$ cat config.mk
export PLATFORM = sky130hd
export DESIGN_NAME = lsu_top
export DESIGN_NICKNAME = d
export VERILOG_FILES = /design/src/design/lsu_pkg.sv /design/src/design/lsu_access_if.sv /design/src/design/lsu_access_decode.sv /design/src/design/lsu_bus_master.sv /design/src/design/lsu_byte_lane.sv /design/src/design/lsu_chan_slot.sv /design/src/design/lsu_top.sv
export VERILOG_INCLUDE_DIRS = /design/src /design/src/include
export SDC_FILE = /design/constraint.sdc
export NUM_CORES = 1
export LEC_CHECK = 0
export BUFFER_PORTS_ARGS = -buffer_cell sky130_fd_sc_hd__buf_2
export CAP_MARGIN = 5
export CORE_MARGIN = 5
export CORE_UTILIZATION = 55
export CTS_BUF_LIST = sky130_fd_sc_hd__clkbuf_8
export CTS_CLUSTER_DIAMETER = 40
export DETAILED_ROUTE_END_ITERATION = 10
export PLACE_DENSITY = 0.91
export RECOVER_POWER = 100
export SYNTH_ARGS = -nofsm -noshare
export SYNTH_HDL_FRONTEND = slang
export SYNTH_SLANG_ARGS = --single-unit
$ cat constraint.sdc
create_clock -name clk -period 11.64 [get_ports clk]
set_clock_uncertainty 0.2 [all_clocks]
set_input_delay 1.746 -clock clk [delete_from_list [all_inputs] [get_ports clk]]
set_output_delay 1.746 -clock clk [all_outputs]
set_load 0.005 [all_outputs]
$ cat src/include/lsu_params.svh
`ifndef LSU_PARAMS_SVH
`define LSU_PARAMS_SVH

// data path width, one doubleword per beat
`define LSU_XLEN 64

// byte address on the bus
`define LSU_ADDR_W 32

// one lane per data byte
`define LSU_LANES 8

// bus response code for success
`define LSU_RESP_OKAY 2'b00

`endif

$ cat src/design/lsu_pkg.sv
`include "lsu_params.svh"

package lsu_pkg;

    // loads come first, stores after
    typedef enum logic [3:0] {
        LB,
        LH,
        LW,
        LD,
        LBU,
        LHU,
        LWU,
        SB,
        SH,
        SW,
        SD
    } mem_op_e;

    // byte count is 1 << size
    typedef enum logic [1:0] {
        BYTE,
        HALF,
        WORD,
        DOUBLE
    } mem_size_e;

    typedef logic [`LSU_ADDR_W-1:0] lsu_addr_t;

    // one write beat, data already placed in its lanes
    typedef struct packed {
        logic [`LSU_XLEN-1:0]  data;
        logic [`LSU_LANES-1:0] strb;
    } lsu_wbeat_t;

endpackage

$ cat src/design/lsu_access_if.sv
`timescale 1ns/1ps
`include "lsu_params.svh"

interface lsu_access_if import lsu_pkg::*; ();

    // held from acceptance until the edge after acc_done
    logic                 acc_valid;
    lsu_addr_t            addr;
    mem_size_e            size;
    logic                 sign;
    logic                 is_store;
    logic                 misaligned;
    // raw store operand, not yet placed in lanes
    logic [`LSU_XLEN-1:0] store_data;
    // single-cycle pulse, same cycle as resp_valid
    logic                 acc_done;

    modport decode (
        output acc_valid, addr, size, sign, is_store, misaligned, store_data,
        input  acc_done
    );

    // lanes only look at addr[2:0]
    modport lane (
        input addr, size, sign, store_data
    );

    modport master (
        input  acc_valid, addr, is_store, misaligned,
        output acc_done
    );

endinterface

$ cat src/design/lsu_access_decode.sv
`timescale 1ns/1ps
`include "lsu_params.svh"

module lsu_access_decode import lsu_pkg::*; (
    input  logic                 clk,
    input  logic                 rst,
    input  logic                 req_valid,
    output logic                 req_ready,
    input  mem_op_e              req_op,
    input  lsu_addr_t            req_base,
    input  lsu_addr_t            req_offset,
    input  logic [`LSU_XLEN-1:0] req_wdata,
    lsu_access_if.decode         acc
);

    logic      accept;
    mem_size_e op_size;
    logic      op_sign;
    logic      op_store;
    logic [2:0] align_mask;

    // one access at a time, busy until the master is done
    assign req_ready = !acc.acc_valid;
    assign accept    = req_valid && req_ready;

    always_comb begin
        case (req_op)
            LB, LBU, SB: op_size = BYTE;
            LH, LHU, SH: op_size = HALF;
            LW, LWU, SW: op_size = WORD;
            default:     op_size = DOUBLE;
        endcase
    end

    // LD fills all lanes, so only the narrow loads extend
    assign op_sign  = req_op inside {LB, LH, LW};
    assign op_store = req_op inside {SB, SH, SW, SD};

    always_ff @(posedge clk) begin
        if (rst) begin
            acc.acc_valid <= 1'b0;
        end else if (accept) begin
            acc.acc_valid <= 1'b1;
        end else if (acc.acc_done) begin
            acc.acc_valid <= 1'b0;
        end
    end

    // access fields, loaded once per request
    always_ff @(posedge clk) begin
        if (accept) begin
            acc.addr       <= req_base + req_offset;
            acc.size       <= op_size;
            acc.sign       <= op_sign;
            acc.is_store   <= op_store;
            acc.store_data <= req_wdata;
        end
    end

    // low address bits that must be zero for natural alignment
    always_comb begin
        case (acc.size)
            BYTE:    align_mask = 3'b000;
            HALF:    align_mask = 3'b001;
            WORD:    align_mask = 3'b011;
            default: align_mask = 3'b111;
        endcase
    end

    // natural alignment also keeps every access inside one doubleword
    assign acc.misaligned = |(acc.addr[2:0] & align_mask);

endmodule

$ cat src/design/lsu_bus_master.sv
`timescale 1ns/1ps
`include "lsu_params.svh"

module lsu_bus_master import lsu_pkg::*; (
    input  logic                       clk,
    input  logic                       rst,
    lsu_access_if.master               acc,
    input  logic [`LSU_LANES-1:0]      lane_strb,
    input  logic [`LSU_LANES-1:0][7:0] lane_wdata,
    input  logic [`LSU_LANES-1:0][7:0] lane_ldata,
    output logic [`LSU_XLEN-1:0]       rdata_q,
    // read address and data
    output logic                       arvalid,
    input  logic                       arready,
    output lsu_addr_t                  araddr,
    input  logic                       rvalid,
    output logic                       rready,
    input  logic [`LSU_XLEN-1:0]       rdata,
    input  logic [1:0]                 rresp,
    // write address, data and response
    output logic                       awvalid,
    input  logic                       awready,
    output lsu_addr_t                  awaddr,
    output logic                       wvalid,
    input  logic                       wready,
    output logic [`LSU_XLEN-1:0]       wdata,
    output logic [`LSU_LANES-1:0]      wstrb,
    input  logic                       bvalid,
    output logic                       bready,
    input  logic [1:0]                 bresp,
    // response to the requester
    output logic                       resp_valid,
    output logic [`LSU_XLEN-1:0]       resp_data,
    output logic                       resp_err
);

    typedef enum logic [2:0] {
        IDLE,
        ISSUE,
        R_WAIT,
        W_WAIT,
        B_WAIT,
        RESP
    } state_e;

    state_e     state_q;
    state_e     state_d;
    logic       launch;
    logic       rd_load;
    logic       wr_load;
    lsu_addr_t  beat_addr;
    lsu_wbeat_t wbeat_in;
    lsu_wbeat_t wbeat;
    logic       r_xfer;
    logic       aw_xfer;
    logic       w_xfer;
    logic       b_xfer;
    logic       aw_done_q;
    logic       w_done_q;
    logic       err_q;

    // misaligned accesses never reach the bus
    assign launch  = (state_q == ISSUE) && !acc.misaligned;
    assign rd_load = launch && !acc.is_store;
    assign wr_load = launch && acc.is_store;

    // bus works on whole doublewords, lanes pick the bytes
    assign beat_addr     = {acc.addr[`LSU_ADDR_W-1:3], 3'b000};
    assign wbeat_in.data = lane_wdata;
    assign wbeat_in.strb = lane_strb;

    lsu_chan_slot #(.payload_t(lsu_addr_t)) u_ar_slot (
        .clk          (clk),
        .rst          (rst),
        .load         (rd_load),
        .load_payload (beat_addr),
        .valid        (arvalid),
        .ready        (arready),
        .payload      (araddr)
    );

    lsu_chan_slot #(.payload_t(lsu_addr_t)) u_aw_slot (
        .clk          (clk),
        .rst          (rst),
        .load         (wr_load),
        .load_payload (beat_addr),
        .valid        (awvalid),
        .ready        (awready),
        .payload      (awaddr)
    );

    lsu_chan_slot #(.payload_t(lsu_wbeat_t)) u_w_slot (
        .clk          (clk),
        .rst          (rst),
        .load         (wr_load),
        .load_payload (wbeat_in),
        .valid        (wvalid),
        .ready        (wready),
        .payload      (wbeat)
    );

    assign wdata = wbeat.data;
    assign wstrb = wbeat.strb;

    assign r_xfer  = rvalid && rready;
    assign aw_xfer = awvalid && awready;
    assign w_xfer  = wvalid && wready;
    assign b_xfer  = bvalid && bready;

    // ready only in the state that waits for it
    assign rready = (state_q == R_WAIT);
    assign bready = (state_q == B_WAIT);

    always_comb begin
        state_d = state_q;
        case (state_q)
            IDLE: begin
                if (acc.acc_valid) state_d = ISSUE;
            end
            ISSUE: begin
                if (acc.misaligned) state_d = RESP;
                else if (acc.is_store) state_d = W_WAIT;
                else state_d = R_WAIT;
            end
            R_WAIT: begin
                if (r_xfer) state_d = RESP;
            end
            // AW and W may complete in either order
            W_WAIT: begin
                if ((aw_done_q || aw_xfer) && (w_done_q || w_xfer)) state_d = B_WAIT;
            end
            B_WAIT: begin
                if (b_xfer) state_d = RESP;
            end
            default: state_d = IDLE;
        endcase
    end

    always_ff @(posedge clk) begin
        if (rst) begin
            state_q   <= IDLE;
            aw_done_q <= 1'b0;
            w_done_q  <= 1'b0;
            err_q     <= 1'b0;
        end else begin
            state_q <= state_d;
            if (state_q == ISSUE) begin
                aw_done_q <= 1'b0;
                w_done_q  <= 1'b0;
                err_q     <= acc.misaligned;
            end else begin
                if (aw_xfer) aw_done_q <= 1'b1;
                if (w_xfer) w_done_q <= 1'b1;
                // bus error is reported, not retried
                if (r_xfer) err_q <= (rresp != `LSU_RESP_OKAY);
                if (b_xfer) err_q <= (bresp != `LSU_RESP_OKAY);
            end
        end
    end

    // read beat, lanes extract from it
    always_ff @(posedge clk) begin
        if (r_xfer) begin
            rdata_q <= rdata;
        end
    end

    assign resp_valid   = (state_q == RESP);
    assign acc.acc_done = (state_q == RESP);
    assign resp_err     = err_q;
    // stores return zero data
    assign resp_data    = acc.is_store ? '0 : lane_ldata;

endmodule

$ cat src/design/lsu_byte_lane.sv
`timescale 1ns/1ps
`include "lsu_params.svh"

module lsu_byte_lane import lsu_pkg::*; #(
    parameter int LANE = 0
) (
    lsu_access_if.lane           acc,
    input  logic [`LSU_XLEN-1:0] rdata_q,
    output logic                 strb,
    output logic [7:0]           wbyte,
    output logic [7:0]           lbyte
);

    localparam logic [3:0] LANE_IDX = 4'(LANE);

    logic [2:0] offset;
    logic [3:0] nbytes;
    logic [3:0] rel;
    logic       in_window;
    logic [2:0] src_lane;
    logic [2:0] top_lane;
    logic       fill_bit;

    assign offset = acc.addr[2:0];

    always_comb begin
        case (acc.size)
            BYTE:    nbytes = 4'd1;
            HALF:    nbytes = 4'd2;
            WORD:    nbytes = 4'd4;
            default: nbytes = 4'd8;
        endcase
    end

    // store side
    // position of this lane inside the access, bit 3 set when below the offset
    assign rel       = LANE_IDX - {1'b0, offset};
    assign in_window = !rel[3] && (rel < nbytes);

    assign strb  = in_window;
    assign wbyte = in_window ? acc.store_data[{rel[2:0], 3'b000} +: 8] : 8'h00;

    // load side
    // result byte LANE comes from bus lane offset + LANE
    assign src_lane = offset + LANE_IDX[2:0];
    // last bus lane of the access, wraps to 7 for a doubleword
    assign top_lane = offset + nbytes[2:0] - 3'd1;
    assign fill_bit = acc.sign & rdata_q[{top_lane, 3'b111}];

    // upper result bytes are the sign or zero fill
    assign lbyte = (LANE_IDX < nbytes) ? rdata_q[{src_lane, 3'b000} +: 8] : {8{fill_bit}};

endmodule

$ cat src/design/lsu_chan_slot.sv
`timescale 1ns/1ps

module lsu_chan_slot #(
    parameter type payload_t = logic
) (
    input  logic     clk,
    input  logic     rst,
    input  logic     load,
    input  payload_t load_payload,
    output logic     valid,
    input  logic     ready,
    output payload_t payload
);

    // valid holds until the slave takes the beat
    always_ff @(posedge clk) begin
        if (rst) begin
            valid <= 1'b0;
        end else if (load) begin
            valid <= 1'b1;
        end else if (valid && ready) begin
            valid <= 1'b0;
        end
    end

    // payload stays stable while valid is up
    always_ff @(posedge clk) begin
        if (load) begin
            payload <= load_payload;
        end
    end

endmodule

$ cat src/design/lsu_top.sv
`timescale 1ns/1ps
`include "lsu_params.svh"

module lsu_top import lsu_pkg::*; (
    input  logic                  clk,
    input  logic                  rst,
    // request
    input  logic                  req_valid,
    output logic                  req_ready,
    input  mem_op_e               req_op,
    input  lsu_addr_t             req_base,
    input  lsu_addr_t             req_offset,
    input  logic [`LSU_XLEN-1:0]  req_wdata,
    // response
    output logic                  resp_valid,
    output logic [`LSU_XLEN-1:0]  resp_data,
    output logic                  resp_err,
    // read channels
    output logic                  arvalid,
    input  logic                  arready,
    output lsu_addr_t             araddr,
    input  logic                  rvalid,
    output logic                  rready,
    input  logic [`LSU_XLEN-1:0]  rdata,
    input  logic [1:0]            rresp,
    // write channels
    output logic                  awvalid,
    input  logic                  awready,
    output lsu_addr_t             awaddr,
    output logic                  wvalid,
    input  logic                  wready,
    output logic [`LSU_XLEN-1:0]  wdata,
    output logic [`LSU_LANES-1:0] wstrb,
    input  logic                  bvalid,
    output logic                  bready,
    input  logic [1:0]            bresp
);

    lsu_access_if acc ();

    // per-lane results, one entry per byte lane
    logic [`LSU_LANES-1:0]      lane_strb;
    logic [`LSU_LANES-1:0][7:0] lane_wdata;
    logic [`LSU_LANES-1:0][7:0] lane_ldata;
    logic [`LSU_XLEN-1:0]       rdata_q;

    lsu_access_decode u_decode (
        .clk        (clk),
        .rst        (rst),
        .req_valid  (req_valid),
        .req_ready  (req_ready),
        .req_op     (req_op),
        .req_base   (req_base),
        .req_offset (req_offset),
        .req_wdata  (req_wdata),
        .acc        (acc)
    );

    for (genvar i = 0; i < `LSU_LANES; i++) begin : g_lane
        lsu_byte_lane #(.LANE(i)) u_lane (
            .acc     (acc),
            .rdata_q (rdata_q),
            .strb    (lane_strb[i]),
            .wbyte   (lane_wdata[i]),
            .lbyte   (lane_ldata[i])
        );
    end

    lsu_bus_master u_master (
        .clk        (clk),
        .rst        (rst),
        .acc        (acc),
        .lane_strb  (lane_strb),
        .lane_wdata (lane_wdata),
        .lane_ldata (lane_ldata),
        .rdata_q    (rdata_q),
        .arvalid    (arvalid),
        .arready    (arready),
        .araddr     (araddr),
        .rvalid     (rvalid),
        .rready     (rready),
        .rdata      (rdata),
        .rresp      (rresp),
        .awvalid    (awvalid),
        .awready    (awready),
        .awaddr     (awaddr),
        .wvalid     (wvalid),
        .wready     (wready),
        .wdata      (wdata),
        .wstrb      (wstrb),
        .bvalid     (bvalid),
        .bready     (bready),
        .bresp      (bresp),
        .resp_valid (resp_valid),
        .resp_data  (resp_data),
        .resp_err   (resp_err)
    );

endmodule

; Word level (Yosys, flattened, before mapping)
; Memory sizes are Yosys's and may differ from the RTL's. A register that Yosys moved wholly into a read port is not among the register bits.
; Cells that the tools add are included.
[op_classes]
bitwise = 2
addsub = 18
reduce_logical = 46
n_eq_ne = 17
muxes = 31
magnitude_cmp = 17
n_shift = 16
[ops]
columns = op, n
row1 = $shiftx A64 B7 Y8, 16
row2 = $mux W64, 1
row3 = $mux W8, 8
row4 = $add A32 B32 Y32, 1
row5 = $lt A4 B4 Y1, 8
row6 = $logic_and A1 B1 Y1, 18
row7 = $lt A3 B4 Y1 const A, 4
row8 = $sub A3 B3 Y4 const A, 4
row9 = $mux W3, 5
row10 = $pmux W3 S5, 1
row11 = $mux W1, 13
row12 = $add A3 B3 Y3 const B, 4
row13 = $eq A4 B4 Y1 const B, 3
row14 = $pmux W4 S3, 1
row15 = $reduce_bool A2 Y1, 6
row16 = $logic_not A1 Y1, 11
row17 = $pmux W3 S3, 1
row18 = $lt A1 B4 Y1 const A, 2
row19 = $lt A2 B4 Y1 const A, 2
row20 = $sub A1 B3 Y4 const A, 2
row21 = $sub A2 B3 Y4 const A, 2
row22 = $lt A6 B7 Y1 const B, 1
row23 = $add A3 B2 Y3 const B, 2
row24 = $eq A3 B2 Y1 const B, 2
row25 = other kinds (24), 29
[word_totals]
wordCells = 172
memories = 1
romBits = 32
ff_bits = 302
output_inout_bits = 208
in_bits = 208
[memory_table]
columns = memory, depth, width, read_ports, rd_clocked_by_memory_dff, wr, line
row1 = (name not given), 16, 2, 1, 1, 0, lsu_access_decode.sv:27  ; case (req_op)

; Depth between registers and ports, before layout
[depth]
ltp_word = 9
depth_mapped = 14
depth_no_buf = 10

; Hierarchy
; Synthesis repeated with hierarchy kept, for this count alone.
[hier_totals]
hier_cells = 1576
hier_area_um2 = 22501.6
[by_module_without_submodules]
columns = mod, area_each_um2, cells_each, n_inst
row1 = lsu_access_decode, 4788.3, 349, 1
row2 = lsu_bus_master, 2776.4, 186, 1
row3 = lsu_chan_slot at u_master.u_w_slot, 2200.9, 76, 1
row4 = lsu_chan_slot at u_master.u_ar_slot ..., 999.7, 36, 2
row5 = lsu_byte_lane at g_lane[2].u_lane, 1465.2, 112, 1
row6 = lsu_byte_lane at g_lane[4].u_lane, 1408.9, 107, 1
row7 = lsu_byte_lane at g_lane[6].u_lane, 1408.9, 111, 1
row8 = lsu_byte_lane at g_lane[1].u_lane, 1393.8, 168, 1
row9 = lsu_byte_lane at g_lane[5].u_lane, 1325.0, 114, 1
row10 = lsu_byte_lane at g_lane[7].u_lane, 1323.8, 109, 1
row11 = lsu_byte_lane at g_lane[0].u_lane, 1288.7, 87, 1
row12 = lsu_byte_lane at g_lane[3].u_lane, 1122.3, 85, 1

; Least setup slack after synthesis
; No wires, ideal clock.
[synth_path]
path_kind = input to register
startpoint = input port req_valid
endpoint = register u_decode.acc.addr[0] (enable)
setup_slack_ns = 4.770
t_arrival_ns = 6.098
path_stages = 1
setup_ns = 0.572
required_ns = 10.868
cell_sequence = nor2b_1
[synth_between]
elab_chain_len = 1
[synth_lines]
columns = item, line
row1 = from (decl), lsu_top.sv:8  ; input logic req_valid,
row2 = $logic_and A1 B1 Y1, lsu_access_decode.sv:24  ; assign accept = req_valid && req_ready;
row3 = to (signal assigned), lsu_access_decode.sv:52  ; acc.addr <= req_base + req_offset;
row4 = to (decl), lsu_access_if.sv:19  ; output acc_valid, addr, size, sign, is_store, misaligned, store_data,
; No other way between the ends.
; A chain may end at the register's enable or synchronous reset.

; Worst setup path after layout
[layout_path]
startpoint = register u_decode.acc.addr[2]
endpoint = output port resp_data[52]
[layout_between]
elab_chain_len = 7
elab_cells_between_ends = 9
cone_classes = add/sub (3) / shift (1) / mux (4) / bitwise (1)
[layout_lines]
columns = item, line
row1 = $add A3 B3 Y3, lsu_byte_lane.sv:47  ; assign top_lane = offset + nbytes[2:0] - 3'd1;
row2 = $sub A3 B1 Y3, lsu_byte_lane.sv:47
row3 = $bmux W1 S3, lsu_byte_lane.sv:48  ; assign fill_bit = acc.sign & rdata_q[{top_lane, 3'b111}];
row4 = $mux W1 (not written as such), lsu_byte_lane.sv:48
row5 = $and A1 B1 Y1, lsu_byte_lane.sv:48
row6 = $mux W8 *, lsu_byte_lane.sv:51  ; assign lbyte = (LANE_IDX < nbytes) ? rdata_q[{src_lane, 3'b000} +: 8] : {8{fill_bit}};
row7 = $mux W64 *, lsu_bus_master.sv:172  ; assign resp_data = acc.is_store ? '0 : lane_ldata;
row8 = to (decl), lsu_top.sv:16  ; output logic [`LSU_XLEN-1:0] resp_data,
; Mark *: on every way between the ends. The rest lies on a longest branch, timed or not. The select of a mux whose other input is x is not followed.

==> summary.md <==
| Metric | Value |
|---|---|
| Crit path time final | 8.30 ns |
| Starting Density | 0.559 |
| RSZ-0062 raised after global routing | false |
| P_sw | ~950 µW |
| Antenna violations before repair | 23 |
| WL met2 | between 20 and 25 mm |
| Remaining Overflow, GRT | 0 |
| Routability cong. | 0.996 |
| Synth warnings | 0 |
| PwrDens | 158 mW/mm² |
| Post-DRT Antenna Nets | 0 |
| DRC viols | 0 |
| Clock Root Buffer | clkbuf_8 |
| Top Ports | 416 |
| Sequential share of the synthesized area | 0.543 |
| Hold Path Depth | 0 |
| Setup TNS | 0 ns |
| Router iterations before antenna repair | 6 |
| Failing checks | capacitance limit, slew limit |
| Area growth, synth to finish | 19.0% |
| Die X | 184 µm |
| Pin count of the biggest net entering global routing | about 130 |
| Synth async-reset ratio | 0 |
| Int Pwr | about 2200 µW |
| CP Capture Type | output pin |
| Worst min path class | flop to flop |
| CP Launch Point | u_decode.acc.addr[2]$_DFFE_PP_ |
| Post-Syn Instances | 1261 |
| Top_reg_cell synth | edfxtp_1 |
| Maximum fanout along the worst path | 34 |
| Status | finished, violations left |
| Peak VDD IR | 0.000108 V |
| Overall Global Routing Usage | 0.288 |
| Final Worst Setup Slack | 3.34 ns |
| Uppermost layer routed | met5 |
| Most frequent cell after synthesis | edfxtp_1 |
| Reg2reg setup slack | between 4 and 5 ns |
| Count of cell types in the netlist | 56 |
| Switching share of power | 0.304 |
| Final nets | a little under 2000 |
| Initial DRC count | 1498 |
| Worst-path clk slew | 0.06 ns |
| Seq cells post-synth | 304 |
| Detailed-route vias per instance | roughly 6.4 |
| Routed WL per cell | 24.1 µm |
| Met3 WL | 6.39 mm |
| Global-route wire length before repair | 74.6 mm |
| CTS tree | built |
| Sequential share of power | 0.444 |
| R2r endpoint | u_master.u_w_slot.payload[3]$_DFFE_PP_ |
| Synth top cells by count | 294 x edfxtp_1, 261 x nand2_1, 130 x mux4_2 |
| DRT Wirelength | around 51 mm |
| Worst-Margin Slew | 3.97 ns |
| Crit Reg-Reg Startpoint | u_decode.acc.addr[2]$_DFFE_PP_ |
| Top cell type's share of synthesized area | 0.531 |
| Destination of the critical timing path | resp_data[52] |
| CTS max path bufs | 3 |
| # hold bufs at CTS | 0 |
| Layout cell share with drive strength beyond 1 | 0.266 |
| Final Setup Violations | 0 |
| Final hold vios | 0 |
| Clk_lat worst skew | a little over 0.6 ns |
| Slew Viols, Final | ~440 |
| CTS H-tree depth | 2 |
| Setup Buffers After CTS | 0 |
| DR vias | 13400 |
| Vias in the first global route | roughly 13000 |
| Clock Sinks | 304 |
| CP Launch Type | flop |
| Largest cells by area after synthesis | edfxtp_1 53%, mux4_2 18%, nand2_1 5.9%, ha_1 4.8%, a21oi_1 3.3% |
| Req. time, crit path | 9.69 ns |
| Post-DP HPWL | 36.3 mm |
| R2R depth | 7 |
| Met1 WL | 17.3 mm |
| Cell taking the most area after synthesis | edfxtp_1 |
| Die area | 0.0338 mm² |
| Slew HR | -1.65 |
| Core area | 0.0297 mm² |
| Rows | 63 |
| IO buf count | slightly above 400 |
| Worst Path Arrival | 6.36 ns |
| CTS Buf Count | 54 |
| Die H | 184 µm |
| DP Worst Slack | between 5 and 6 ns |
| F_max | 0.120 GHz |
| Final Cycle Share | 0.713 |
| Cts repair resizes | 0 |
| EDFF count, synth | 294 |
| Max cap viols | 10 |
| Comb power frac | 0.233 |
| LEAKAGE | 0.00751 µW |
| Kind of critical path | flop to output pin |
| Post-synthesis cell area | 0.0166 mm² |
| Power share of the clock group | 0.323 |
| Post-Syn Area per Cell | ~13 µm² |
## cells in the final DEF (no fill, tap or decap), types with 9 or more instances in the layout
cell type | Yosys | final
nor2_1 | 31 | 31
xnor2_1 | 22 | 21
nand2_1 | 261 | 261
mux4_2 | 130 | 130
nor2b_1 | 11 | 11
diode_2 | 0 | 13
nand2b_1 | 10 | 10
o21ai_0 | 13 | 16
clkbuf_8 | 0 | 57
inv_1 | 30 | 41
a21o_1 | 32 | 32
edfxtp_1 | 294 | 294
dfxtp_1 | 10 | 10
clkbuf_1 | 55 | 188
buf_2 | 14 | 220
ha_1 | 64 | 64
a21oi_1 | 111 | 111
clkinv_2 | 0 | 13
clkbuf_2 | 0 | 9
a31oi_1 | 57 | 57
xor2_1 | 12 | 11
## flip-flops by register name (all words and copies together), names as in the netlist
register and cells:
u_master.u_ar_slot.valid 1, u_master.w_done_q 1, u_master.state_q 3, u_master.resp_err 1, u_decode.acc.acc_valid 1, u_master.u_w_slot.valid 1, u_decode.acc.addr 32, u_master.u_w_slot.payload 72
u_master.u_aw_slot.payload 29, u_decode.acc.store_data 64, u_decode.acc.sign 1, u_master.rdata_q 64, u_master.u_ar_slot.payload 29, u_master.aw_done_q 1, u_decode.acc.is_store 1, u_master.u_aw_slot.valid 1
u_decode.acc.size 2
## cell families (layout without fill, tap and decap cells)
group	count (synthesis)	after routing	share of synthesized area
and+or+nand+nor	346	346	0.0857
DFF	304	304	0.543
AOI/OAI and AO/OA	261	261	0.0976
muxes	131	131	0.177
buffers and inverters	119	550	0.0293
adders and majority gates	65	65	0.0494
xor gates and xnor gates	34	34	0.0179
other	1	19	0.000226
## cell type report
type | instances | area [µm²]
antenna | 13 | 32.5
clock buffer | 57 | 785
clock inverter | 40 | 307
fill | 2208 | 9930
inverter | 31 | 118
multi-input combinational | 843 | 7130
sequential | 304 | 9030
tap | 390 | 488
timing repair buffer | 422 | 1900
## critical path, stage by stage (launching register included)
cell,delay (ns)
edfxtp_1,0.32
clkbuf_1,1.69
clkinv_1,0.23
clkbuf_1,0.83
ha_1,0.64
clkbuf_1,1.30
nand2_1,0.27
a31oi_1,0.27
clkbuf_1,0.15
## per-layer routing
metal	global-route usage	vias to the layer above
met5	0	-
met4	0.142	20
met3	0.0962	249
met2	0.459	1044
met1	0.356	6383
li1	-	5658
## through the flow
| stage | hold slack [ns] | utilization | total power (µW) | cell area [µm²] | std cells |
|---|---|---|---|---|---|
| finish | 0.249 | 0.666 | 3120 | 19800 | 2100 |
| global route | 0.259 | 0.665 | 3260 | 19800 | 2097 |
| CTS | 0.253 | 0.675 | 3130 | 20100 | 2087 |
| detailed placement | 0.239 | 0.638 | 2120 | 19000 | 1990 |
| global placement | 0.227 | 0.638 | 2090 | 19000 | 1990 |
| floorplan | 0.221 | - | 1860 | 16600 | 1266 |
## worst min path at each step
stage,from,to
6_report,u_decode.acc.addr[4]$_DFFE_PP_,u_master.u_aw_slot.payload[4]$_DFFE_PP_
5_1_grt,u_decode.acc.addr[3]$_DFFE_PP_,u_master.u_aw_slot.payload[3]$_DFFE_PP_
4_1_cts,u_decode.acc.addr[24]$_DFFE_PP_,u_master.u_ar_slot.payload[24]$_DFFE_PP_
3_5_place_dp,u_decode.acc.addr[24]$_DFFE_PP_,u_master.u_ar_slot.payload[24]$_DFFE_PP_
3_3_place_gp,u_decode.acc.addr[28]$_DFFE_PP_,u_master.u_aw_slot.payload[28]$_DFFE_PP_
2_1_floorplan,u_decode.acc.addr[10]$_DFFE_PP_,u_master.u_ar_slot.payload[10]$_DFFE_PP_
## power groups by stage
stage | Combinational [µW] | Sequential [µW] | Clock (µW)
detailed placement | 725 | 1400 | 0
global placement | 703 | 1390 | 0
floorplan | 476 | 1380 | 0
global route | 785 | 1390 | 1080
finish | 727 | 1390 | 1010
CTS | 729 | 1380 | 1020
No activity file was read; power rests on OpenSTA's default activity.
